**config.mk**
```make
export PLATFORM = sky130hd
export DESIGN_NAME = tap_operands
export DESIGN_NICKNAME = d
export VERILOG_FILES = /design/src/design/lpf_pkg.sv /design/src/design/tap_operands.sv
export SDC_FILE = /design/constraint.sdc
export NUM_CORES = 1
export LEC_CHECK = 0
export BUFFER_PORTS_ARGS = -buffer_cell sky130_fd_sc_hd__buf_2
export CORE_ASPECT_RATIO = 1.5
export CORE_MARGIN = 10
export CORE_UTILIZATION = 25
export DETAILED_ROUTE_END_ITERATION = 8
export PLACE_DENSITY_LB_ADDON = 0.3
export SYNTH_ARGS = -nofsm -noshare
export SYNTH_HDL_FRONTEND = slang
export SYNTH_SLANG_ARGS = --single-unit
```
**constraint.sdc**
```tcl
create_clock -name clk -period 3.6 [get_ports clk]
set_clock_uncertainty 0.2 [all_clocks]
set_input_delay 0.72 -clock clk [delete_from_list [all_inputs] [get_ports clk]]
set_output_delay 0.72 -clock clk [all_outputs]
set_load 0.03 [all_outputs]
```
**src/design/lpf_pkg.sv**
```systemverilog
package lpf_pkg;

    // ----------------------------------------
    // Widths and counts
    // ----------------------------------------
    localparam int sample_w     = 16;       // Signed input and output samples
    localparam int coef_w       = 18;       // Signed Q2.16 coefficients
    localparam int coef_frac    = 16;       // Fraction bits dropped at the output
    localparam int acc_w        = 48;       // Accumulator width
    localparam int num_taps     = 5;        // b0 b1 b2 a1 a2
    localparam int drain_cycles = 4;        // Last issue to output strobe

    typedef logic signed [sample_w-1:0] sample_t;
    typedef logic signed [coef_w-1:0]   coef_t;
    typedef logic signed [acc_w-1:0]    acc_t;
    typedef logic [2:0]                 tap_t;   // Tap index or drain count

    // ----------------------------------------
    // Encodings
    // ----------------------------------------
    typedef enum logic [1:0] {
        op_nop  = 2'd0,                     // Hold accumulator
        op_load = 2'd1,                     // Acc takes product
        op_add  = 2'd2,                     // Acc plus product
        op_sub  = 2'd3                      // Acc minus product
    } mac_op_t;

    typedef enum logic [1:0] {
        st_idle  = 2'd0,
        st_issue = 2'd1,
        st_drain = 2'd2
    } seq_state_t;

    // Command into the MAC slice, one per cycle
    typedef struct packed {
        mac_op_t                  op;
        coef_t                    coef;
        logic signed [coef_w-1:0] data;     // Sample, sign-extended to B width
        logic                     last;     // Marks tap 4
    } mac_cmd_t;

    typedef struct packed {
        acc_t acc;
        logic last;                         // Acc holds a finished sum
    } mac_result_t;

endpackage

```
**src/design/tap_operands.sv**
```systemverilog
`timescale 1ns/1ps

module tap_operands #(
    parameter lpf_pkg::coef_t b0 = '0,          // Feed-forward taps
    parameter lpf_pkg::coef_t b1 = '0,
    parameter lpf_pkg::coef_t b2 = '0,
    parameter lpf_pkg::coef_t a1 = '0,          // Feedback taps, subtracted
    parameter lpf_pkg::coef_t a2 = '0
) (
    input  logic              clk,
    input  logic              reset,
    input  lpf_pkg::sample_t  in_sample,
    input  logic              load_x,           // Accepted input sample
    input  logic              issue_en,
    input  lpf_pkg::tap_t     tap,
    input  logic              y_valid,          // New output, shift history
    input  lpf_pkg::sample_t  y_sample,
    output lpf_pkg::mac_cmd_t cmd
);

    localparam int ext_w = lpf_pkg::coef_w - lpf_pkg::sample_w;

    lpf_pkg::sample_t x0;
    lpf_pkg::sample_t x1;
    lpf_pkg::sample_t x2;
    lpf_pkg::sample_t y1;
    lpf_pkg::sample_t y2;
    lpf_pkg::sample_t opnd;             // Sample picked for this tap

    // ----------------------------------------
    // History
    // ----------------------------------------
    always_ff @(posedge clk or posedge reset) begin
        if (reset) begin
            x0 <= '0;
            x1 <= '0;
            x2 <= '0;
            y1 <= '0;
            y2 <= '0;
        end else begin
            if (load_x) begin
                x0 <= in_sample;
            end
            if (y_valid) begin          // x0 still holds the sample just filtered
                x1 <= x0;
                x2 <= x1;
                y1 <= y_sample;
                y2 <= y1;
            end
        end
    end

    // ----------------------------------------
    // Command per tap
    // ----------------------------------------
    always_comb begin
        cmd.op   = lpf_pkg::op_nop;
        cmd.coef = '0;
        cmd.last = 1'b0;
        opnd     = '0;
        if (issue_en) begin
            case (tap)
                3'd0: begin cmd.op = lpf_pkg::op_load; cmd.coef = b0; opnd = x0; end
                3'd1: begin cmd.op = lpf_pkg::op_add;  cmd.coef = b1; opnd = x1; end
                3'd2: begin cmd.op = lpf_pkg::op_add;  cmd.coef = b2; opnd = x2; end
                3'd3: begin cmd.op = lpf_pkg::op_sub;  cmd.coef = a1; opnd = y1; end
                3'd4: begin
                    cmd.op   = lpf_pkg::op_sub;
                    cmd.coef = a2;
                    opnd     = y2;
                    cmd.last = 1'b1;    // Sum complete after this one
                end
                default: begin
                    cmd.op = lpf_pkg::op_nop;
                end
            endcase
        end
        cmd.data = {{ext_w{opnd[lpf_pkg::sample_w-1]}}, opnd};  // Sign extend
    end

endmodule

```
==> qor.txt <==
GPL Wtd Cong: 0.786
Buffers added on ports: 60
DIE WIDTH: 124 um
Final setup TNS: 0 ps
Critical R2R Launch: y1[4]
HPWL Detailed: 7.76 mm
Final setup vio count: 0
Cell Rows: 57
Critical Path RT: 2680 ps
Post-CTS resize count: 0
Final min period: 3050 ps
Initial core utilization: 25.4%
Reg2Reg Setup Slack: 2560 ps
Max-Cap Viols: 0
Vias in the first global route: 2902
Leakage: 2.06 nW
Fill cell count: 1710
Hold-fix buffers, CTS: 0
Maximum vdd drop: 0.212 mV
Vert. Die Dim: 177 um
Outcome: complete, no violations
Syn_area_per_cell: 12.4 um2
Initial antenna violation count: 0
Grt total ovfl: 0
Worst-margin pin slew: 690 ps
Largest net degree at the start of global routing: 65
Final Util: 29.9%
DIE AREA: 0.0220 mm2
GRT Total Usage: 9.53%
Clock slew at reported path FFs: 50 ps
Routed len/inst: 17.8 um
Post-synth cell types: 25
Placed insts: 577
Postcts setup bufs: 0
Via/cell ratio: 4.55
CP endpoint kind: primary output
CTS tree: built
CORE AREA: 0.0161 mm2
Final wirelength: 10.5 mm
CTS buffer count: 9
Cells after synthesis: 331
DRC Markers: 0
Area growth syn-to-layout: 17.8%
Max Slew Vio Count: 0
Power Dens Cells: 508 mW/mm2
Final #Nets: 422
Hold Crit Class: in -> async
DRT iter0 DRCs: 49
Fmax: 0.328 GHz
Worst Reg2Reg Path Length in Cells: 1
Arr. time, crit path: 2130 ps
Clock Latency Late Sink: 330 ps
Longest Clk Path Bufs: 2
First-pass GRT wire length: 16.3 mm
Relative slew slack: 54.0%
RSZ-0062 raised after global routing: false
Clock tree sinks: 80
Diode count: 0
Final Non-Filler Cells: 591
Fin. Hold Viols: 0
Share of cells above drive strength 1: 46.0%
Ys Warns: 0
Max H-tree Level: 3
DRT Pass-1 Iters: 6
Period utilization: 84.7%
RR Endpoint: y2[4]
Sequential share of the synthesized area: 48.9%
Post-route cell area: 0.00482 mm2
Top Ports: 79
CP Max Fanout: 50
Placement Cell Area: 0.00451 mm2
Routed Antenna Nets: 0
Worst setup SP type: primary input
CTS root buf: clkbuf_16
Overall power: 2.45 mW
Synthesized cell area: 0.00409 mm2
Via count: 2690
Post-synthesis register bit count: 80
Crit path kind: in -> out
## worst max-delay path by stage
| stage | startpoint | end | slack (ps) | cells past startpoint |
|---|---|---|---|---|
| finish | tap[0] | cmd[7] | 550 | 6 |
| global route | tap[0] | cmd[14] | 440 | 6 |
| floorplan | tap[1] | cmd[37] | 610 | 5 |
| global placement | tap[0] | cmd[15] | 560 | 6 |
| detailed placement | tap[0] | cmd[15] | 550 | 6 |
| CTS | tap[0] | cmd[15] | 550 | 6 |
## through the flow
stage	setup WS (ps)	hold WS (ps)
4_1_cts	551	301
2_1_floorplan	614	280
6_report	552	275
3_5_place_dp	547	295
3_3_place_gp	559	290
5_1_grt	440	318
## per-layer routing
metal	share of wire, %	global-route usage [%]	wire, um	vias to the layer above
met5	0	0	0	-
met4	1.7	3.80	183	0
met3	4.4	2.88	458	10
met2	55	18.0	5820	56
met1	38	9.53	4040	1380
li1	-	-	-	1244
## kinds of logic after synthesis
kind of cell / count (synthesis) / share of synthesized area (%)
XOR/XNOR: 1 / 0.214
AO/OA/AOI/OAI: 34 / 6.33
flip-flops: 80 / 48.9
buffers and inverters: 49 / 7.40
multiplexers: 96 / 25.9
AND/OR/NAND/NOR: 70 / 11.2
other: 1 / 0.0916
## flip-flops by register name (all words and copies together) (netlist names)
name and cells:
x0 16, x1 16, x2 16, y1 16, y2 16
## where the power goes
part	total [mW]	internal [mW]	switching (mW)	leakage, nW
Sequential	1.12	1.03	0.0929	0.938
Combinational	0.382	0.189	0.193	0.971
Clock	0.947	0.615	0.332	0.154
## cells in the final DEF (no fill, tap or decap), drive strengths merged, types with 2 or more instances in the layout
master  count
nor2       17
conb       18
a21boi      2
a21oi      16
mux2       80
bufinv      2
nor3b      15
dfrtp      80
buf        71
mux2i      16
nand3b     33
clkinv      3
o31a       16
clkbuf     10
## final cells by class
cell class / count / area, um2 / area share (%)
flip-flops and latches: 80 / 2000 / 41.5
multi-input cells: 219 / 1850 / 38.4
repair buffers: 71 / 395 / 8.20
well taps: 206 / 258 / 5.35
clock buffers: 10 / 239 / 4.96
clock inverters: 4 / 70.1 / 1.45
inverters: 1 / 5.00 / 0.104
## critical path, stage by stage
cell and delay, ps:
buf_2 80, buf_4 460, mux2i_1 270, nor2_1 60
o31a_2 320, buf_2 180
## Yosys cell counts, drive strengths merged
cell type  instances  area share, %
mux2              80             22
or2                1           0.15
inv                1          0.092
o31a              16            3.7
buf               39            6.4
nand2              1          0.092
conb               1          0.092
clkbuf             9           0.86
dfrtp             80             49
a21boi             2           0.64
a21oi             16            2.0
xor2               1           0.21
or2b               1           0.18
mux2i             16            3.9
nor4b              1           0.21
nand3b            33            6.1
and2               1           0.15
nor2              17            1.6
nor3b             15            2.8
(Power assumes the default switching activity.)
