File: src/design/lpf_pkg.sv
package lpf_pkg;

    // ----------------------------------------
    // Widths and counts
    // ----------------------------------------
    localparam int sample_w     = 16;       // Signed input and output samples
    localparam int coef_w       = 18;       // Signed Q2.16 coefficients
    localparam int coef_frac    = 16;       // Fraction bits dropped at the output
    localparam int acc_w        = 48;       // Accumulator width
    localparam int num_taps     = 5;        // b0 b1 b2 a1 a2
    localparam int drain_cycles = 4;        // Last issue to output strobe

    typedef logic signed [sample_w-1:0] sample_t;
    typedef logic signed [coef_w-1:0]   coef_t;
    typedef logic signed [acc_w-1:0]    acc_t;
    typedef logic [2:0]                 tap_t;   // Tap index or drain count

    // ----------------------------------------
    // Encodings
    // ----------------------------------------
    typedef enum logic [1:0] {
        op_nop  = 2'd0,                     // Hold accumulator
        op_load = 2'd1,                     // Acc takes product
        op_add  = 2'd2,                     // Acc plus product
        op_sub  = 2'd3                      // Acc minus product
    } mac_op_t;

    typedef enum logic [1:0] {
        st_idle  = 2'd0,
        st_issue = 2'd1,
        st_drain = 2'd2
    } seq_state_t;

    // Command into the MAC slice, one per cycle
    typedef struct packed {
        mac_op_t                  op;
        coef_t                    coef;
        logic signed [coef_w-1:0] data;     // Sample, sign-extended to B width
        logic                     last;     // Marks tap 4
    } mac_cmd_t;

    typedef struct packed {
        acc_t acc;
        logic last;                         // Acc holds a finished sum
    } mac_result_t;

endpackage

File: src/design/lpf_sequencer.sv
`timescale 1ns/1ps

module lpf_sequencer (
    input  logic clk,
    input  logic reset,
    input  logic in_valid,              // Sample strobe from outside
    input  logic issue_done,            // Fifth tap going out this cycle
    input  logic drain_done,            // Output strobe going out this cycle
    output logic load_x,                // Latch new x0
    output logic issue_en,              // Taps being issued
    output logic busy                   // Sample in flight
);

    lpf_pkg::seq_state_t state;
    lpf_pkg::seq_state_t state_nxt;

    // ----------------------------------------
    // Next state
    // ----------------------------------------
    always_comb begin
        state_nxt = state;                          // Default hold
        case (state)
            lpf_pkg::st_idle: begin
                if (in_valid) begin
                    state_nxt = lpf_pkg::st_issue;  // Accept sample
                end
            end
            lpf_pkg::st_issue: begin
                if (issue_done) begin
                    state_nxt = lpf_pkg::st_drain;  // All five taps out
                end
            end
            lpf_pkg::st_drain: begin
                if (drain_done) begin
                    state_nxt = lpf_pkg::st_idle;   // Pipeline emptied
                end
            end
            default: begin
                state_nxt = lpf_pkg::st_idle;       // Recover from bad encoding
            end
        endcase
    end

    always_ff @(posedge clk or posedge reset) begin
        if (reset) begin
            state <= lpf_pkg::st_idle;
        end else begin
            state <= state_nxt;
        end
    end

    // ----------------------------------------
    // Outputs
    // ----------------------------------------
    // Strobes during busy fall through here and are lost
    assign load_x   = (state == lpf_pkg::st_idle) && in_valid;
    assign issue_en = (state == lpf_pkg::st_issue);
    assign busy     = (state != lpf_pkg::st_idle);  // Issue and drain

endmodule

File: config.mk
export PLATFORM = sky130hd
export DESIGN_NAME = lpf_sequencer
export DESIGN_NICKNAME = d
export VERILOG_FILES = /design/src/design/lpf_pkg.sv /design/src/design/lpf_sequencer.sv
export SDC_FILE = /design/constraint.sdc
export NUM_CORES = 1
export LEC_CHECK = 0
export BUFFER_PORTS_ARGS = -buffer_cell sky130_fd_sc_hd__buf_4
export CORE_AREA = 2 2 39 41
export DETAILED_ROUTE_END_ITERATION = 8
export DIE_AREA = 0 0 41 43
export GPL_ROUTABILITY_DRIVEN = 1
export GPL_TIMING_DRIVEN = 0
export SLEW_MARGIN = 10
export SYNTH_ARGS = -nofsm -noshare
export SYNTH_HDL_FRONTEND = slang
export SYNTH_SLANG_ARGS = --single-unit
File: constraint.sdc
create_clock -name clk -period 2.1 [get_ports clk]
set_clock_uncertainty 0.2 [all_clocks]
set_input_delay 0 -clock clk [delete_from_list [all_inputs] [get_ports clk]]
set_output_delay 0 -clock clk [all_outputs]
set_load 0.005 [all_outputs]
==> out/results.md <==
### Timing
* **minimum setup slack in the final design** 0.4763 ns
* **Achievable Freq** 0.6159 GHz
* **post-route minimum period** 1.624 ns
* **unrepaired setup endpoints after global routing** no
* **fraction of the cycle the final worst path needs** 77.32%
* **Max Transition Viols Final** 0
* **worst rel slew slack** 89.22%
* **worst slew pin tran** 0.1614 ns
* **Final Hold Vio Count** 0
* **setup total negative slack** 0 ns
* **final setup violation count** 0

### Floorplanning
* **initial core utilization** 8.228%
* **height of the chip** 43 µm
* **IO Pins** 8
* **number of standard-cell rows in the floorplan** 14
* **die area** 1763 µm²
* **DIE WIDTH** 41 µm
* **area of the core** 1384 µm²

### Routing
* **DRC Markers** 0
* **post-route ant nets** 0
* **Iteration-0 DRC Markers** 2
* **final wirelength** 299 µm
* **iteration count of the initial detailed-routing pass** 2
* **WL/cell** 6.953 µm
* **DR vias** 127
* **routed vias/inst** 2.953

### Cells and area
* **# diodes** 0
* **net count of the finished layout** 34
* **layout cell share with drive strength beyond 1** 48.15%
* **register name with the most flops** state
* **synthesis-to-finish area growth** 127.5%
* **top flop regs** state (2)
* **number of flip-flops under the largest register name** 2

### Placed design
* **post-placement worst setup slack** 1.044 ns
* **final weighted congestion in routability-driven placement** 0.5124
* **Port Buffer Count** 7

### Clocking
* **total CTS buffers** 3
* **CTS H-Tree Depth** 1
* **clock root cell** sky130_fd_sc_hd__clkbuf_4
* **CTS Buffer Depth** 2
* **sinks on the clock net** 2
* **clock transition at the registers of the reported paths** 0.03 ns
* **TritonCTS clock tree** yes
* **clock latency reported for the late side of the worst-skew pair** 0.22 ns
* **number of setup buffers added after CTS** 0

### Synthesis
* **number of synthesized register bits** 2
* **number of nets in the synthesized netlist** 17
* **Syn Std Cell Area** 113.9 µm²
* **area leader, netlist** sky130_fd_sc_hd__dfrtp_1
* **Synth Instances** 12
* **cells taking the most area after synthesis** sky130_fd_sc_hd__dfrtp_1 44%, sky130_fd_sc_hd__nand2b_1 11%, sky130_fd_sc_hd__nor2b_2 7.7%
* **Yosys top cell area share** 43.96%
* **sequential area share after synthesis** 43.96%
* **average instance area after synthesis** 9.488 µm²
* **total of warnings raised by yosys** 0
* **count of unique library cells instantiated by Yosys** 9

### Critical path
* **endpoint class of the critical path** flip-flop
* **Data arrival, critical path** 1.52 ns
* **cells traversed along the worst timing path** nor2b_2 > a21o_1 > dlygate4sd3_1
* **FF-to-FF Start** state[0]
* **number of cells traversed by the worst register-to-register path** 3
* **peak per-stage delay on the critical path** 0.55 ns
* **start-to-end type of the worst setup path** reg -> reg
* **CP Max Fanout** 5
* **setup slack on the worst flop-to-flop path** 0.48 ns
* **CP delay by family, top** buffers and inverters
* **crit path to** state[1]
* **number of cells on the critical path** 3
* **cell type of the slowest stage on the worst timing path** sky130_fd_sc_hd__dlygate4sd3_1
* **startpoint types** flip-flop
* **origin of the worst setup path** state[0]
* **required time of the worst setup path** 2.00 ns
* **buffering stage count on the worst path with inverters included** 1
* **end of the worst register-to-register path** state[1]

### Global route
* **Congestion Overflow GR** 0
* **wire length of the first global-routing pass** 400 µm
* **largest net degree at the start of global routing** 6
* **via count of the first global-routing pass** 133
* **number of antenna violations at the first check in global routing** 0
* **GRT Util Overall** 4.020%

### Run
* **number of max-capacitance violations reported** 0

### Worst hold path
* **classification of the worst-slack hold path** reg -> reg

### Power
* **Static Leakage** 0.1331 nW
* **switching power** 0.08318 mW
* **switching fraction of total power** 27.86%
* **clock group share of total power** 28.2%
* **power per cell area** 1153 nW/µm²
* **Power Internal** 0.2154 mW
* **IR Drop Worst-Case VDD** 0.0002215 V
* **share of total power in combinational logic** 46.2%
* **sequential group share of total power** 25.6%

### Status
* **result of the run** finished clean

==> cells by family (layout without fill, tap and decap cells) <==
| family | Yosys count | count (layout) | synth area share, % |
|---|---|---|---|
| and+or+nand+nor | 6 | 6 | 38.47 |
| AOI/OAI and AO/OA | 2 | 2 | 10.99 |
| DFF | 2 | 2 | 43.96 |
| buffers and inverters | 2 | 17 | 6.596 |
==> metal layers <==
layer | routed length [µm] | part of all wire (%) | vias to the layer above | track usage (%)
met1 | 143 | 48 | 51 | 3.548
met5 | 0 | 0 | - | 0
met3 | 37 | 12 | 0 | 3.141
li1 | - | - | 68 | -
met2 | 118 | 39 | 8 | 4.375
met4 | 0 | 0 | 0 | 6.000
==> power groups by stage <==
stage	clock network [mW]	registers, mW	logic [mW]
after floorplan	0	0.0719	0.0666
after global placement	0	0.0752	0.120
after detailed placement	0	0.0757	0.121
after CTS	0.0907	0.0753	0.139
after global routing	0.0908	0.0802	0.152
final	0.0842	0.0763	0.138
==> area by class of cell <==
class	instances	area, µm²
inverters	2	7.507
multi-input cells	8	56.30
repair buffers	12	102.6
well taps	16	20.02
flip-flops and latches	2	50.05
clock buffers	3	22.52
fillers	154	1125
==> synth_stat cells <==
cell and instances:
sky130_fd_sc_hd__or2_4 1, sky130_fd_sc_hd__nand2b_1 2, sky130_fd_sc_hd__dfrtp_1 2, sky130_fd_sc_hd__nor2_2 1, sky130_fd_sc_hd__nor2b_2 1, sky130_fd_sc_hd__nor3b_1 1
sky130_fd_sc_hd__a21oi_1 1, sky130_fd_sc_hd__inv_1 2, sky130_fd_sc_hd__a21o_1 1
==> through the flow <==
stage | hold slack, ns | utilization, % | total power [mW] | std cells | area (µm²)
final | 0.2880 | 18.72 | 0.2985 | 43 | 259.0
after floorplan | -0.4588 | - | 0.1385 | 12 | 113.9
after global routing | 0.3181 | 18.72 | 0.3226 | 43 | 259.0
after CTS | 0.2896 | 18.72 | 0.3051 | 43 | 259.0
after global placement | -0.3384 | 13.47 | 0.1954 | 35 | 186.4
after detailed placement | -0.3361 | 13.47 | 0.1972 | 35 | 186.4
==> how the worst min path moves through the flow <==
stage | depth (start not counted) | start | end | slack [ns]
after global placement | 2 | reset | state[1] | -0.34
final | 1 | state[1] | state[0] | 0.29
after detailed placement | 2 | reset | state[1] | -0.34
after CTS | 1 | state[1] | state[0] | 0.29
after global routing | 1 | state[1] | state[0] | 0.32
after floorplan | 1 | reset | state[0] | -0.46
==> cell usage in the layout, fill, tap and decap left out <==
cell	synthesis	routed
sky130_fd_sc_hd__a21o_1	1	1
sky130_fd_sc_hd__dfrtp_1	2	2
sky130_fd_sc_hd__a21oi_1	1	1
sky130_fd_sc_hd__clkbuf_4	0	3
sky130_fd_sc_hd__nor2b_2	1	1
sky130_fd_sc_hd__buf_4	0	7
sky130_fd_sc_hd__or2_4	1	1
sky130_fd_sc_hd__inv_1	2	2
sky130_fd_sc_hd__dlygate4sd3_1	0	5
sky130_fd_sc_hd__nand2b_1	2	2
sky130_fd_sc_hd__nor2_2	1	1
sky130_fd_sc_hd__nor3b_1	1	1
==> timing repair <==
item | 4_1_cts | 5_1_grt
resized for setup | 0 | 0
setup endpoints to repair | 0 | 0
hold buffers | 5 | 0
endpoints found under the hold margin | 4 | 0
No activity file was read; power rests on OpenSTA's default activity.
