**src/design/lpf_pkg.sv**
```systemverilog
package lpf_pkg;

    // ----------------------------------------
    // Widths and counts
    // ----------------------------------------
    localparam int sample_w     = 16;       // Signed input and output samples
    localparam int coef_w       = 18;       // Signed Q2.16 coefficients
    localparam int coef_frac    = 16;       // Fraction bits dropped at the output
    localparam int acc_w        = 48;       // Accumulator width
    localparam int num_taps     = 5;        // b0 b1 b2 a1 a2
    localparam int drain_cycles = 4;        // Last issue to output strobe

    typedef logic signed [sample_w-1:0] sample_t;
    typedef logic signed [coef_w-1:0]   coef_t;
    typedef logic signed [acc_w-1:0]    acc_t;
    typedef logic [2:0]                 tap_t;   // Tap index or drain count

    // ----------------------------------------
    // Encodings
    // ----------------------------------------
    typedef enum logic [1:0] {
        op_nop  = 2'd0,                     // Hold accumulator
        op_load = 2'd1,                     // Acc takes product
        op_add  = 2'd2,                     // Acc plus product
        op_sub  = 2'd3                      // Acc minus product
    } mac_op_t;

    typedef enum logic [1:0] {
        st_idle  = 2'd0,
        st_issue = 2'd1,
        st_drain = 2'd2
    } seq_state_t;

    // Command into the MAC slice, one per cycle
    typedef struct packed {
        mac_op_t                  op;
        coef_t                    coef;
        logic signed [coef_w-1:0] data;     // Sample, sign-extended to B width
        logic                     last;     // Marks tap 4
    } mac_cmd_t;

    typedef struct packed {
        acc_t acc;
        logic last;                         // Acc holds a finished sum
    } mac_result_t;

endpackage

```
**src/design/mac_slice.sv**
```systemverilog
`timescale 1ns/1ps

module mac_slice (
    input  logic                 clk,
    input  logic                 reset,
    input  lpf_pkg::mac_cmd_t    cmd,       // New command every cycle
    output lpf_pkg::mac_result_t result     // Three cycles behind cmd
);

    localparam int prod_w = 2 * lpf_pkg::coef_w;

    // Stage 1, operand and opcode register
    lpf_pkg::mac_op_t         op_a;
    lpf_pkg::coef_t           coef_a;
    logic signed [lpf_pkg::coef_w-1:0] data_a;
    logic                     last_a;

    // Stage 2, product register
    lpf_pkg::mac_op_t         op_m;
    logic signed [prod_w-1:0] prod_m;
    logic                     last_m;

    // Stage 3, accumulator register
    lpf_pkg::acc_t            acc_p;
    logic                     last_p;
    lpf_pkg::acc_t            prod_ext;

    // ----------------------------------------
    // Operand and product stages
    // ----------------------------------------
    always_ff @(posedge clk or posedge reset) begin
        if (reset) begin
            op_a   <= lpf_pkg::op_nop;
            coef_a <= '0;
            data_a <= '0;
            last_a <= 1'b0;
            op_m   <= lpf_pkg::op_nop;
            prod_m <= '0;
            last_m <= 1'b0;
        end else begin
            op_a   <= cmd.op;
            coef_a <= cmd.coef;
            data_a <= cmd.data;
            last_a <= cmd.last;
            op_m   <= op_a;                 // Opcode follows its product
            prod_m <= coef_a * data_a;      // 18x18 signed
            last_m <= last_a;
        end
    end

    assign prod_ext = lpf_pkg::acc_t'(prod_m);  // Sign extend to 48

    // ----------------------------------------
    // Accumulator
    // ----------------------------------------
    always_ff @(posedge clk or posedge reset) begin
        if (reset) begin
            acc_p  <= '0;
            last_p <= 1'b0;
        end else begin
            case (op_m)
                lpf_pkg::op_load: acc_p <= prod_ext;
                lpf_pkg::op_add:  acc_p <= acc_p + prod_ext;
                lpf_pkg::op_sub:  acc_p <= acc_p - prod_ext;
                default:          acc_p <= acc_p;           // op_nop holds
            endcase
            last_p <= last_m;
        end
    end

    assign result.acc  = acc_p;
    assign result.last = last_p;

endmodule

```
**config.mk**
```make
export PLATFORM = sky130hd
export DESIGN_NAME = mac_slice
export DESIGN_NICKNAME = d
export VERILOG_FILES = /design/src/design/lpf_pkg.sv /design/src/design/mac_slice.sv
export SDC_FILE = /design/constraint.sdc
export NUM_CORES = 1
export LEC_CHECK = 0
export ABC_AREA = 1
export BUFFER_PORTS_ARGS = -buffer_cell sky130_fd_sc_hd__buf_2
export CORE_UTILIZATION = 45
export CTS_CLUSTER_DIAMETER = 100
export CTS_CLUSTER_SIZE = 24
export DETAILED_ROUTE_END_ITERATION = 10
export PLACE_DENSITY = 0.75
export SETUP_SLACK_MARGIN = 0.5
export SLEW_MARGIN = 20
export SYNTH_ARGS = -nofsm -noshare
export SYNTH_HDL_FRONTEND = slang
export SYNTH_SLANG_ARGS = --single-unit
```
**constraint.sdc**
```tcl
create_clock -name clk -period 5.7 [get_ports clk]
set_input_delay 0.285 -clock clk [delete_from_list [all_inputs] [get_ports clk]]
set_output_delay 0.285 -clock clk [all_outputs]
set_load 0.005 [all_outputs]
```
==> flow_summary.html <==
<table>
<tr><th>Metric</th><th>Value</th></tr>
<tr><th colspan="2">Outcome</th></tr>
<tr><td>Outcome</td><td>complete, no violations</td></tr>
<tr><th colspan="2">Floorplan</th></tr>
<tr><td>Starting density of the core</td><td>46.0%</td></tr>
<tr><td>Number of rows created at floorplan</td><td>81</td></tr>
<tr><td>Area of the core</td><td>49400 µm²</td></tr>
<tr><td>Die width</td><td>227 µm</td></tr>
<tr><td>Floorplan die height</td><td>227 µm</td></tr>
<tr><td>Top-level port count</td><td>90</td></tr>
<tr><td>Die Area</td><td>51300 µm²</td></tr>
<tr><th colspan="2">Detailed routing</th></tr>
<tr><td>Wire length after detailed routing</td><td>66.3 mm</td></tr>
<tr><td>Iter 0 DRT Violations</td><td>1521</td></tr>
<tr><td>Vias after detailed routing</td><td>20258</td></tr>
<tr><td>Post-route DRC</td><td>0</td></tr>
<tr><td>Count of nets left with antenna violations after detail routing</td><td>0</td></tr>
<tr><td>Average wire per standard cell</td><td>16.3 µm</td></tr>
<tr><td>Vias per Instance</td><td>4.98</td></tr>
<tr><td>DR pass1 iterations</td><td>6</td></tr>
<tr><th colspan="2">CTS</th></tr>
<tr><td># H-tree levels</td><td>4</td></tr>
<tr><td>TritonCTS clock tree</td><td>built</td></tr>
<tr><td>Number of clock buffers inserted by TritonCTS</td><td>17</td></tr>
<tr><td>Clock tree root driver cell</td><td>clkbuf_16</td></tr>
<tr><td>Clock slew seen by the registers of the worst setup and hold paths</td><td>0.07 ns</td></tr>
<tr><td>Later-pin clock latency in the skew report</td><td>0.50 ns</td></tr>
<tr><td>Bufs on Longest Clock Path</td><td>2</td></tr>
<tr><td>TritonCTS Sinks</td><td>127</td></tr>
<tr><th colspan="2">Worst setup path</th></tr>
<tr><td>Type of element capturing the critical path</td><td>flip-flop</td></tr>
<tr><td>Required time at the worst-slack endpoint</td><td>6.12 ns</td></tr>
<tr><td>CP endpoint</td><td>prod_m[31]</td></tr>
<tr><td>Critical path, cell by cell</td><td>nand2_2 &gt; fa_1 &gt; inv_2 &gt; fa_2 &gt; buf_4 &gt; fa_1 &gt; fa_1 &gt; fa_1 &gt; fa_1 &gt; ha_1 &gt; buf_4 &gt; nand2_1 &gt; nor3_4 &gt; nand4_1 &gt; nand3_2 &gt; xor2_1</td></tr>
<tr><td>Critical R2R Capture</td><td>prod_m[31]</td></tr>
<tr><td>Most common cell on crit path</td><td>fa_1</td></tr>
<tr><td>FF-to-FF Start</td><td>coef_a[17]</td></tr>
<tr><td>Setup slack on the worst flop-to-flop path</td><td>0.07 ns</td></tr>
<tr><td>Crit Path Max Fanout</td><td>8</td></tr>
<tr><td>Timing startpoint of the critical path</td><td>coef_a[17]</td></tr>
<tr><td>Crit path DAT</td><td>6.05 ns</td></tr>
<tr><td>Setup CP Type</td><td>reg2reg</td></tr>
<tr><td>Critical path startpoint category</td><td>flip-flop</td></tr>
<tr><td>Critical path's largest stage delay</td><td>0.73 ns</td></tr>
<tr><td>R2R cell count</td><td>16</td></tr>
<tr><td>Cell at the slowest stage of the critical path</td><td>fa_2</td></tr>
<tr><th colspan="2">STA</th></tr>
<tr><td>Slew Limit Fails</td><td>0</td></tr>
<tr><td>Count of endpoints failing setup in the final report</td><td>0</td></tr>
<tr><td>Final period util</td><td>98.8%</td></tr>
<tr><td>Highest Clock Rate</td><td>178 MHz</td></tr>
<tr><td>Final count of hold timing violations</td><td>0</td></tr>
<tr><td>Slew HR</td><td>37.4%</td></tr>
<tr><td>Slew at the pin with the worst max-slew slack</td><td>0.933 ns</td></tr>
<tr><td>Maximum clock skew at final layout</td><td>0.0234 ns</td></tr>
<tr><td>TNS Setup</td><td>0 ns</td></tr>
<tr><td>Setup repair after global routing missed its margin</td><td>yes</td></tr>
<tr><td>Min Clock Period, post-route</td><td>5.63 ns</td></tr>
<tr><th colspan="2">Yosys</th></tr>
<tr><td>Async set-or-reset flop fraction in the synthesized netlist</td><td>100%</td></tr>
<tr><td>Post-synthesis register bit count</td><td>127</td></tr>
<tr><td>Netlist area before placement</td><td>22700 µm²</td></tr>
<tr><td>Synthesized instance count</td><td>3177</td></tr>
<tr><td>Post-synthesis cell type count</td><td>47</td></tr>
<tr><td>Yosys warning count</td><td>0</td></tr>
<tr><td>Number of enable flip-flop cells after synthesis</td><td>0</td></tr>
<tr><td>Mean Syn Cell Area</td><td>7.15 µm²</td></tr>
<tr><td>Sequential fraction of the synthesis area</td><td>14.0%</td></tr>
<tr><td>Main flop type after synthesis</td><td>dfrtp_1</td></tr>
<tr><td>Post-Synthesis Net Count</td><td>3689</td></tr>
<tr><th colspan="2">GRT</th></tr>
<tr><td>Number of global-route vias before repair</td><td>20375</td></tr>
<tr><td>Pin count of the biggest net entering global routing</td><td>69</td></tr>
<tr><td>Overflow left after global routing</td><td>0</td></tr>
<tr><td>All-Layer GR Usage</td><td>25.9%</td></tr>
<tr><td>Number of antenna violations at the first check in global routing</td><td>0</td></tr>
<tr><td>Wire length of the first global-routing pass</td><td>102 mm</td></tr>
<tr><th colspan="2">Finish</th></tr>
<tr><td>Share of final-layout standard cells stronger than drive strength 1</td><td>19.1%</td></tr>
<tr><td>Most frequent cells in the layout</td><td>nand2_1 (889), inv_1 (823), fa_1 (311)</td></tr>
<tr><td>Layout Area Growth over Synthesis</td><td>19.9%</td></tr>
<tr><td>Most common library cell in the layout ignoring fill and taps</td><td>nand2_1</td></tr>
<tr><td>Nets</td><td>3899</td></tr>
<tr><td>Fill count</td><td>4394</td></tr>
<tr><td>Antenna diode instance count</td><td>0</td></tr>
<tr><th colspan="2">Place</th></tr>
<tr><td>PortBufs</td><td>89</td></tr>
<tr><td>Placer congestion estimate</td><td>1.02</td></tr>
<tr><td>Hpwl dp</td><td>51.3 mm</td></tr>
<tr><th colspan="2">Worst hold path</th></tr>
<tr><td>Type of the tightest min-delay check</td><td>reg2reg</td></tr>
<tr><th colspan="2">Flow run</th></tr>
<tr><td>MaxCap Viol Count</td><td>0</td></tr>
</table>
==> cell type report <==
cell class	instances	area, µm²	area share (%)
Multi-Input combinational cell	2072	16900	62.3
Inverter	886	3340	12.3
Sequential cell	127	3220	11.8
Timing Repair Buffer	283	2300	8.45
Tap cell	664	831	3.05
Clock buffer	17	425	1.56
Clock inverter	15	158	0.579
==> synth_stat cells, types with 20 or more instances <==
| library cell | instances | share of area, % |
|---|---|---|
| fa_1 | 330 | 29 |
| nand2_2 | 39 | 1.1 |
| clkbuf_1 | 76 | 1.3 |
| nor2_4 | 20 | 0.99 |
| nor2_2 | 22 | 0.61 |
| nor2_1 | 136 | 2.2 |
| xor2_1 | 55 | 2.1 |
| nor3_1 | 24 | 0.53 |
| nand2_1 | 932 | 15 |
| a21oi_1 | 80 | 1.8 |
| nand4_1 | 33 | 0.91 |
| nand3_1 | 99 | 2.2 |
| ha_1 | 141 | 7.8 |
| inv_1 | 865 | 14 |
| o21ai_0 | 65 | 1.4 |
| dfrtp_1 | 127 | 14 |
==> critical path, delay by kind of cell (launching register included) <==
kind          cells  cell delay [ns]
flops             1             0.52
simple gates      5             1.01
fa+ha+maj         7             3.44
xor+xnor          1             0.14
buf+inv           3             0.43
==> logic make-up after synthesis <==
kind of cell | count (synthesis) | share of synthesized area [%]
buffers and inverters | 978 | 16.2
adder cells (fa/ha/maj) | 471 | 36.9
XOR/XNOR | 68 | 2.66
flip-flops | 127 | 14.0
AO/OA/AOI/OAI | 196 | 4.87
AND/OR/NAND/NOR | 1337 | 25.4
==> layer usage <==
metal	up-vias	share of wire, %	GRT usage [%]
met5	-	0	0
met4	0	4.6	11.1
met3	211	6.0	3.41
met2	824	48	45.4
met1	9584	41	31.9
li1	9639	-	-
==> through the flow <==
| stage | util, % | worst slack, ns | hold WS [ns] | instances | area [µm²] |
|---|---|---|---|---|---|
| final | 55.1 | 0.0708 | 0.350 | 4064 | 27200 |
| after global routing | 55.1 | 0.0595 | 0.372 | 4064 | 27200 |
| after CTS | 52.7 | 0.341 | 0.354 | 4014 | 26000 |
| after detailed placement | 49.0 | -0.115 | 0.335 | 3904 | 24200 |
| after global placement | 49.0 | -0.0824 | 0.334 | 3904 | 24200 |
| after floorplan | - | 0.503 | 0.316 | 3177 | 22900 |
==> what timing repair did <==
action                                  in CTS  in global routing
endpoints found under the setup margin      22                 22
setup buffers                               37                 50
hold buffers                                40                  0
pin swaps                                   31                126
cloned                                       1                  0
hold endpoints to repair                   106                  0
resized for setup                          147                200
==> how the worst min path moves through the flow <==
stage,from,end,slack (ns),depth (start not counted)
after floorplan,cmd[19],coef_a[0],0.32,0
after global placement,op_a[1],op_m[1],0.33,0
after detailed placement,op_a[0],op_m[0],0.33,0
after CTS,last_m,last_p,0.35,0
after global routing,op_a[0],op_m[0],0.37,0
final,op_a[0],op_m[0],0.35,0
==> sequential cells by signal, indices dropped and copies added (netlist names) <==
signal / flops
last_a: 1
coef_a: 18
acc_p: 48
prod_m: 36
data_a: 18
last_p: 1
last_m: 1
op_m: 2
op_a: 2
Power is not shown: default switching activity piles up to over one toggle a cycle in this logic, so the estimate is an artifact.
