===== config.mk =====
export PLATFORM = sky130hd
export DESIGN_NAME = tap_counter
export DESIGN_NICKNAME = d
export VERILOG_FILES = /design/src/design/lpf_pkg.sv /design/src/design/tap_counter.sv
export SDC_FILE = /design/constraint.sdc
export NUM_CORES = 1
export LEC_CHECK = 0
export ABC_AREA = 1
export BUFFER_PORTS_ARGS = -buffer_cell sky130_fd_sc_hd__buf_2
export CORE_AREA = 10 10 47 49
export DETAILED_ROUTE_END_ITERATION = 8
export DIE_AREA = 0 0 57 59
export GPL_ROUTABILITY_DRIVEN = 0
export PLACE_DENSITY = 0.36
export SKIP_CTS_REPAIR_TIMING = 1
export SLEW_MARGIN = 10
export SYNTH_ARGS = -nofsm -noshare
export SYNTH_HDL_FRONTEND = slang
export SYNTH_SLANG_ARGS = --single-unit

===== constraint.sdc =====
create_clock -name clk -period 1.6 [get_ports clk]
set_input_delay 0.16 -clock clk [delete_from_list [all_inputs] [get_ports clk]]
set_output_delay 0.16 -clock clk [all_outputs]
set_load 0.02 [all_outputs]

===== src/design/lpf_pkg.sv =====
package lpf_pkg;

    // ----------------------------------------
    // Widths and counts
    // ----------------------------------------
    localparam int sample_w     = 16;       // Signed input and output samples
    localparam int coef_w       = 18;       // Signed Q2.16 coefficients
    localparam int coef_frac    = 16;       // Fraction bits dropped at the output
    localparam int acc_w        = 48;       // Accumulator width
    localparam int num_taps     = 5;        // b0 b1 b2 a1 a2
    localparam int drain_cycles = 4;        // Last issue to output strobe

    typedef logic signed [sample_w-1:0] sample_t;
    typedef logic signed [coef_w-1:0]   coef_t;
    typedef logic signed [acc_w-1:0]    acc_t;
    typedef logic [2:0]                 tap_t;   // Tap index or drain count

    // ----------------------------------------
    // Encodings
    // ----------------------------------------
    typedef enum logic [1:0] {
        op_nop  = 2'd0,                     // Hold accumulator
        op_load = 2'd1,                     // Acc takes product
        op_add  = 2'd2,                     // Acc plus product
        op_sub  = 2'd3                      // Acc minus product
    } mac_op_t;

    typedef enum logic [1:0] {
        st_idle  = 2'd0,
        st_issue = 2'd1,
        st_drain = 2'd2
    } seq_state_t;

    // Command into the MAC slice, one per cycle
    typedef struct packed {
        mac_op_t                  op;
        coef_t                    coef;
        logic signed [coef_w-1:0] data;     // Sample, sign-extended to B width
        logic                     last;     // Marks tap 4
    } mac_cmd_t;

    typedef struct packed {
        acc_t acc;
        logic last;                         // Acc holds a finished sum
    } mac_result_t;

endpackage


===== src/design/tap_counter.sv =====
`timescale 1ns/1ps

module tap_counter (
    input  logic          clk,
    input  logic          reset,
    input  logic          issue_en,     // Issue phase from sequencer
    output lpf_pkg::tap_t tap,          // Tap index, or drain count
    output logic          issue_done,   // Tap 4 this cycle
    output logic          drain_done    // Last drain cycle
);

    localparam lpf_pkg::tap_t tap_last   = lpf_pkg::tap_t'(lpf_pkg::num_taps - 1);
    localparam lpf_pkg::tap_t drain_last = lpf_pkg::tap_t'(lpf_pkg::drain_cycles - 1);

    lpf_pkg::tap_t count;
    logic          draining;            // Drain phase active

    always_ff @(posedge clk or posedge reset) begin
        if (reset) begin
            count    <= '0;
            draining <= 1'b0;
        end else if (issue_en) begin
            if (count == tap_last) begin
                count    <= '0;             // Restart for drain
                draining <= 1'b1;
            end else begin
                count    <= count + 3'd1;
            end
        end else if (draining) begin
            if (count == drain_last) begin
                count    <= '0;
                draining <= 1'b0;           // Back to idle
            end else begin
                count    <= count + 3'd1;
            end
        end else begin
            count <= '0;                    // Idle, tap 0 ready for next sample
        end
    end

    assign tap        = count;
    assign issue_done = issue_en && (count == tap_last);
    assign drain_done = draining && (count == drain_last);

endmodule


==> results.toml, run 1 <==
[route]
wl_per_cell_um = 9.404
drc = 0
first_pass_iters = 2
vias_per_cell = 3.667
vias = 209
wl_um = 536
drt_iter0_drc = 2
drtAntennaViolNets = 0

[setup_path]
critPathMaxFanout = 4
crit_family = "flip-flops"
critPathLaunchType = "register"
crit_arrival_ns = 1.26
r2r-start = "tap[0]"
slowest_delay_ns = 0.40
path_class = "register to output pin"
worstSetupEndpoint = "issue_done"
end_kind = "output pin"
path_common_cell = "inv_1"
timing.rr.end = "tap[2]"
r2r_slack_ns = 0.44
rr_worst_depth = 6
crit_start = "tap[0]"
critPathSlowestCell = "dfrtp_1"
crit_buf_inv = 3
path_cells = "inv_1, ha_1, nand3_1, inv_1, buf_2"
required_ns = 1.44
cp.depth = 5

[synthesis]
synth.most_common_cell = "inv_1"
synth_sequential_area_ratio = 0.4061
async_reset_ff_frac = 1.000
synth_top_family_by_area = "adder cells"
synthSimpleGateAreaFrac = 0.1523
netlist_top_cells_area = "dfrtp_1, ha_1, inv_1, a21oi_1, nand2_2"
synth_top_area_frac = 0.4061
synth_nets = 37
synthMuxAreaShare = 0
yosysUniqueCellTypes = 8
syn_area_per_cell_um2 = 8.216
syn-cell-area_um2 = 246.5
synth_edf_count = 0
synth-xor-area-share = 0
yosys.area_share.adder = 0.2030
ys_seq_elements = 4
synth_common_cells = "inv_1, a21oi_1, dfrtp_1, ha_1, nand2_1"
yosys.area.top_type = "dfrtp_1"
ys.flop_type = "dfrtp_1"
synth_compound_area_frac = 0.1015
yosys_warnings = 0
postSynthCellCount = 30

[floorplanning]
fp.dieArea_um2 = 3363
core-area_um2 = 1401
pin_count = 8
die-width_um = 57
die_h_um = 59
fp-row-count = 14
floorplan.initialDensity = 0.1759

[cells_and_area]
stdcell_count = 57
seq_area_um2 = 100.1
fillers = 163
layout.nets = 50
area_growth_pct = 35.53
multi_input_area_um2 = 112.6
drive_gt1_frac = 0.2927
antenna_cells = 0

[pwr]
switchingPower_w = 0.0001870
p_leak_nw = 0.1956
peakVddDrop_v = 0.0004535
pwr-share-comb = 0.395
pwr-share-seq = 0.351
switching_share = 0.3930
p_per_area_nw_per_um2 = 1425
pwr-share-clk = 0.254
internal-power_w = 0.0002889

[grt]
overflow = 0
track_usage = 0.03680
grt_pass1_wl_um = 897
grt_max_degree = 6
antenna_found_initial = 0
first_global_vias = 234

[timing]
setup_viol = 0
hold_viol_final = 0
fmax_mhz = 704.8
slew_violations = 0
slew_headroom = 0.8941
tightest_slew_ns = 0.1588
setup-tns-final_ns = 0
hold_ws_ns = 0.2012
fin_crit_sh = 0.8867
fin_skew_ns = 0.0001965
grt_setup_unrepaired = "false"
fin_crit_ns = 1.419

[clocking]
clockRootBuffer = "clkbuf_4"
clk_path_buf_depth = 2
htreeDepth = 1
path_clk_slew_ns = 0.04
cts_tree = "built"
clock_latency_ns = 0.23
cts_made_buffers = 3
clock_sinks = 4

[placement]
port_buffers = 7
dp.cells = 53
hpwlAfterDp_um = 478.1

[worst_hold_path]
hold_class = "input port to register"
hold_path_depth = 3

[outcome]
outcome = "finished clean"

[flow_run]
drv_cap = 0
## tightest hold or removal path: stages
cell	delay (ns)
buf_2	0.11
nand2_1	0.06
a21oi_1	0.06
## worst min-delay path by stage
stage	start	end	slack, ns
2_1_floorplan	reset	draining	-0.07
3_3_place_gp	reset	tap[2]	0.05
3_5_place_dp	reset	tap[2]	0.05
4_1_cts	reset	tap[1]	-0.20
5_1_grt	issue_en	tap[2]	0.23
6_report	issue_en	tap[2]	0.20
## power by group through the flow
stage	combinational (W)	clock, W	sequential, W
after floorplan	0.000102	0	0.000195
after global placement	0.000188	0	0.000167
after detailed placement	0.000193	0	0.000169
after CTS	0.000194	0.000129	0.000168
after global routing	0.000223	0.000131	0.000173
final	0.000188	0.000121	0.000167
## cell type report
type                       count  area share
clock buffer                   3     0.06742
inverter                       9      0.1011
multi-input combinational     17      0.3371
sequential                     4      0.2996
tap                           16     0.05993
timing repair buffer           8      0.1348
## cell usage in the layout, fill, tap and decap left out, drive strengths merged
cell,synthesis,routed
dfrtp,4,4
nor2,1,1
nand3,2,2
nand2,5,5
inv,9,9
buf,0,7
dlygate4sd3,0,1
ha,4,4
clkbuf,0,3
a21oi,5,5
## sequential cells by signal, indices dropped and copies added, names as in the netlist
signal / flops
draining: 1
tap: 3
## routing by layer
layer  track usage  vias up  part of all wire
li1              -      112                 -
met1       0.03580       92              0.47
met2       0.05116        5              0.47
met3       0.01502        0             0.056
met4       0.05034        0                 0
met5             0        -                 0
## metrics by stage
step	area, um2	power, W	setup slack (ns)	util
CTS	324.1	0.0004909	0.1507	0.2313
detailed placement	301.5	0.0003621	0.4070	0.2152
finish	334.1	0.0004759	0.1812	0.2384
global route	334.1	0.0005260	0.09818	0.2384
floorplan	246.5	0.0002966	0.3878	-
global placement	301.5	0.0003549	0.4177	0.2152
## logic make-up after synthesis
logic type                 count (synthesis)
buffers and inverters                      9
and+or+nand+nor                            8
DFF                                        4
AOI/OAI and AO/OA                          5
adders and majority gates                  4
Note: power is estimated with default switching activity, not from simulation.
==> inputs of run 2 (changes only) <==
--- a/config.mk
+++ b/config.mk
@@ -7,9 +7,9 @@
 export LEC_CHECK = 0
 export ABC_AREA = 1
 export BUFFER_PORTS_ARGS = -buffer_cell sky130_fd_sc_hd__buf_2
-export CORE_AREA = 10 10 47 49
+export CORE_AREA = 4 4 41 43
 export DETAILED_ROUTE_END_ITERATION = 8
-export DIE_AREA = 0 0 57 59
+export DIE_AREA = 0 0 45 47
 export GPL_ROUTABILITY_DRIVEN = 0
 export PLACE_DENSITY = 0.36
 export SKIP_CTS_REPAIR_TIMING = 1
==> results.toml, run 2 (synthesis results as in run 1) <==
[outcome]
outcome = "finished clean"

[pwr]
peakVddDrop_v = 0.0004439
p_per_area_nw_per_um2 = 1415
p_leak_nw = 0.1956

[route]
drc = 0
drt_iter0_drc = 2
dr_wl_met3_um = 27
top_layer_used = "met3"
wl_um = 449
met1_length_um = 194
wl_met2_um = 228
first_pass_iters = 2
vias = 211
drtAntennaViolNets = 0
wl_per_cell_um = 8.018
vias_per_cell = 3.768

[setup_path]
path_class = "register to output pin"
end_kind = "output pin"
required_ns = 1.44
critPathMaxFanout = 4
crit_arrival_ns = 1.25
critPathLaunchType = "register"

[timing]
fin_crit_ns = 1.406
grt_setup_unrepaired = "false"
fin_crit_sh = 0.8788
fin_skew_ns = 0.002016
slew_violations = 0
fmax_mhz = 711.2
setup_viol = 0
tightest_slew_ns = 0.1506
slew_headroom = 0.8996
setup-tns-final_ns = 0
hold_viol_final = 0

[floorplanning]
floorplan.initialDensity = 0.1894
pin_count = 8
fp-row-count = 13
fp.dieArea_um2 = 2115
die_h_um = 47
core-area_um2 = 1301
die-width_um = 45

[grt]
grt_pass1_wl_um = 786
grt_max_degree = 6
overflow = 0
first_global_vias = 211
antenna_found_initial = 0
track_usage = 0.05630

[clocking]
clockRootBuffer = "clkbuf_4"
clock_latency_ns = 0.23
cts_tree = "built"
clock_sinks = 4
cts_made_buffers = 3
htreeDepth = 1
clk_path_buf_depth = 2
path_clk_slew_ns = 0.04

[cells_and_area]
antenna_cells = 0
final_cell_mix = "inv_1, buf_2, a21oi_1"
area_growth_pct = 35.03
fillers = 147
multi_input_area_um2 = 112.6
seq_area_um2 = 100.1
largest_register_ffs = 3
drive_gt1_frac = 0.2927
layout.nets = 50
layout_commonest_cell = "inv_1"
final_cell_area_um2 = 332.8
stdcell_count = 56

[worst_hold_path]
hold_class = "input port to register"

[placement]
dp.cells = 52
hpwlAfterDp_um = 383
placed_area_um2 = 300.3
port_buffers = 7

[flow_run]
drv_cap = 0
[run 2: cell counts in the layout (fill, tap and decap cells not counted)]
Identical to the previous run, type by type.
[run 2: per-layer routing]
| layer | vias up | GRT usage |
|---|---|---|
| met4 | 0 | 0.08772 |
| met3 | 0 | 0.01149 |
| met5 | - | 0 |
| met1 | 94 | 0.05517 |
| met2 | 4 | 0.08192 |
| li1 | 113 | - |
[run 2: path summary, 6_finish.rpt]
check | from | depth (start not counted) | slack, ns | end
max | tap[0] | 5 | 0.19 | issue_done
min | issue_en | 3 | 0.20 | tap[2]
max reg2reg | tap[0] | 6 | 0.44 | tap[2]
min reg2reg | tap[0] | 3 | 0.59 | tap[0]
max in group asynchronous | reset | 3 | 1.12 | tap[0]
min in group asynchronous | reset | 3 | 0.34 | draining
[run 2: worst max-delay path: stages (launching register included)]
cell and delay (ns):
dfrtp_1 0.40, inv_1 0.09, ha_1 0.16, nand3_1 0.12
inv_1 0.09, buf_2 0.16
[run 2: through the flow]
step                hold slack, ns    util  total power (W)  setup slack [ns]
finish                      0.1963  0.2558        0.0004711            0.1939
global route                0.2108  0.2558        0.0005182           0.07085
CTS                        -0.2075  0.2481        0.0004841            0.1847
detailed placement         0.04519  0.2308        0.0003536            0.4242
global placement           0.04304  0.2308        0.0003571            0.4128
floorplan                 -0.07392       -        0.0002966            0.3878
[run 2: cell type report]
type,count,share of cell area
multi-input cells,17,0.3383
flip-flops and latches,4,0.3008
repair buffers,8,0.1353
inverters,9,0.1015
clock buffers,3,0.06767
well taps,15,0.05639
[run 2: power breakdown]
part           internal, W  switching, W  leakage (nW)
combinational    0.0000717      0.000111         0.129
clock            0.0000837     0.0000377        0.0138
sequential        0.000132     0.0000343        0.0530
total             0.000288      0.000183         0.196
==> inputs of run 3 (changes only) <==
--- a/config.mk
+++ b/config.mk
@@ -5,13 +5,13 @@
 export SDC_FILE = /design/constraint.sdc
 export NUM_CORES = 1
 export LEC_CHECK = 0
-export ABC_AREA = 1
+export ABC_AREA = 0
 export BUFFER_PORTS_ARGS = -buffer_cell sky130_fd_sc_hd__buf_2
 export CORE_AREA = 4 4 41 43
 export DETAILED_ROUTE_END_ITERATION = 8
 export DIE_AREA = 0 0 45 47
 export GPL_ROUTABILITY_DRIVEN = 0
-export PLACE_DENSITY = 0.36
+export PLACE_DENSITY = 0.37
 export SKIP_CTS_REPAIR_TIMING = 1
 export SLEW_MARGIN = 10
 export SYNTH_ARGS = -nofsm -noshare
==> constraint.sdc (replaced) <==
create_clock -name clk -period 1.6 [get_ports clk]
set_input_delay 0 -clock clk [delete_from_list [all_inputs] [get_ports clk]]
set_output_delay 0 -clock clk [all_outputs]
set_load 0.05 [all_outputs]
==> results.toml, run 3 <==
[setup_path]
required_ns = 1.60
crit_buf_inv = 2
critPathLaunchType = "register"
end_kind = "output pin"
path_class = "register to output pin"
critPathMaxFanout = 5
slowest_delay_ns = 0.42
r2r_slack_ns = 0.38
critPathSlowestCell = "dfrtp_1"
path_cells = "inv_1, ha_1, and3_2, buf_2"
crit_family = "flip-flops"
crit_arrival_ns = 1.41

[synthesis]
synth_edf_count = 0
yosys.area.top_type = "dfrtp_1"
yosysUniqueCellTypes = 12
yosys.area_share.adder = 0.1990
yosys_warnings = 0
synth-xor-area-share = 0
synth_sequential_area_ratio = 0.3980
synth_nets = 32
synth_top_family_by_area = "simple AND/OR/NAND/NOR gates"
synthSimpleGateAreaFrac = 0.2338
postSynthCellCount = 25
syn_area_per_cell_um2 = 10.06
synthMuxAreaShare = 0
synth_top_area_frac = 0.3980
netlist_top_cells_area = "dfrtp_1, ha_1, inv_1, nand2b_4, nor3b_2"
ys_seq_elements = 4
synth.most_common_cell = "inv_1"
synth_common_cells = "inv_1, dfrtp_1, ha_1"
synth_compound_area_frac = 0.09453
syn-cell-area_um2 = 251.5
ys.flop_type = "dfrtp_1"
async_reset_ff_frac = 1.000

[grt]
grt_max_degree = 7
first_global_vias = 184
grt_pass1_wl_um = 807
track_usage = 0.06186
overflow = 0
antenna_found_initial = 0

[cells_and_area]
fillers = 151
antenna_cells = 0
largest_register_ffs = 3
layout_commonest_cell = "buf_2"
area_growth_pct = 35.32
final_cell_mix = "buf_2, inv_1, ha_1, dfrtp_1, clkbuf_4"
drive_gt1_frac = 0.4444
layout.nets = 45

[clocking]
clock_latency_ns = 0.23
clockRootBuffer = "clkbuf_4"
htreeDepth = 1
clk_path_buf_depth = 2
clock_sinks = 4
path_clk_slew_ns = 0.04
cts_tree = "built"
cts_made_buffers = 3

[timing]
slew_headroom = 0.8329
fin_crit_sh = 0.8785
setup-tns-final_ns = 0
hold_viol_final = 0
slew_violations = 0
fin_crit_ns = 1.406
tightest_slew_ns = 0.2524
hold_ws_ns = 0.02611
setup_viol = 0
fmax_mhz = 711.5
fin_skew_ns = 0.001219
grt_setup_unrepaired = "false"

[route]
vias_per_cell = 4.078
met1_length_um = 205
drtAntennaViolNets = 0
wl_um = 472
wl_met2_um = 207
first_pass_iters = 1
wl_per_cell_um = 9.255
top_layer_used = "met4"
vias = 208
drt_iter0_drc = 0
dr_wl_met3_um = 42
drc = 0

[placement]
port_buffers = 7
hpwlAfterDp_um = 391.9

[worst_hold_path]
hold_class = "input port to register"

[pwr]
pwr-share-clk = 0.244
internal-power_w = 0.0002876
p_per_area_nw_per_um2 = 1500
peakVddDrop_v = 0.0005021
pwr-share-comb = 0.443
p_leak_nw = 0.1739
pwr-share-seq = 0.313
switchingPower_w = 0.0002227
switching_share = 0.4364

[floorplanning]
floorplan.initialDensity = 0.1933
pin_count = 8
core-area_um2 = 1301
die-width_um = 45
fp-row-count = 13
fp.dieArea_um2 = 2115
die_h_um = 47

[flow_run]
drv_cap = 0

[outcome]
outcome = "finished clean"
run 3: per-stage QoR:
step / area, um2 / instances / power (W) / util / setup slack, ns
after floorplan: 254.0 / 25 / 0.0003385 / - / 0.07065
after detailed placement: 307.8 / 47 / 0.0003904 / 0.2365 / 0.3696
after CTS: 330.3 / 50 / 0.0005234 / 0.2538 / 0.1733
after global routing: 340.3 / 51 / 0.0005564 / 0.2615 / 0.1352
final: 340.3 / 51 / 0.0005104 / 0.2615 / 0.1945
after global placement: 307.8 / 47 / 0.0003897 / 0.2365 / 0.3471
run 3: logic make-up (layout without fill, tap and decap cells):
family                     after synthesis  count (layout)
buffers and inverters                    5              16
adders and majority gates                4               4
and+or+nand+nor                          8               8
DFF                                      4               4
AOI/OAI and AO/OA                        4               4
run 3: per-layer routing:
layer,track usage,up-vias
met5,0,-
met4,0.07018,0
met3,0.04981,2
met2,0.07910,7
met1,0.05747,95
li1,-,104
run 3: worst reg2reg max path: stages, from the launching register on:
cell     delay, ns
dfrtp_1       0.42
ha_1          0.21
inv_1         0.05
ha_1          0.21
a21oi_1       0.11
nand2_1       0.06
o21ai_0       0.07
run 3: final timing paths:
| kind | end | depth (start not counted) | startpoint |
|---|---|---|---|
| setup reg to reg | tap[2] | 6 | tap[0] |
| hold / removal | tap[2] | 2 | issue_en |
| hold reg to reg | tap[0] | 1 | tap[0] |
| max in group asynchronous | draining | 3 | reset |
| min in group asynchronous | tap[1] | 3 | reset |
| setup / recovery | issue_done | 4 | tap[0] |
run 3: power groups by stage:
| stage | clock network [W] | logic [W] | registers, W |
|---|---|---|---|
| after floorplan | 0 | 0.000102 | 0.000236 |
| after global placement | 0 | 0.000230 | 0.000160 |
| after detailed placement | 0 | 0.000227 | 0.000163 |
| after CTS | 0.000135 | 0.000229 | 0.000160 |
| after global routing | 0.000142 | 0.000249 | 0.000166 |
| final | 0.000125 | 0.000226 | 0.000160 |
run 3: cell type report:
class	count	area, um2	share of cell area
Clock buffer	3	22.52	0.06618
Tap cell	15	18.77	0.05515
Sequential cell	4	100.1	0.2941
Inverter	5	18.77	0.05515
Timing Repair Buffer	8	45.04	0.1324
Multi-Input combinational cell	16	135.1	0.3971
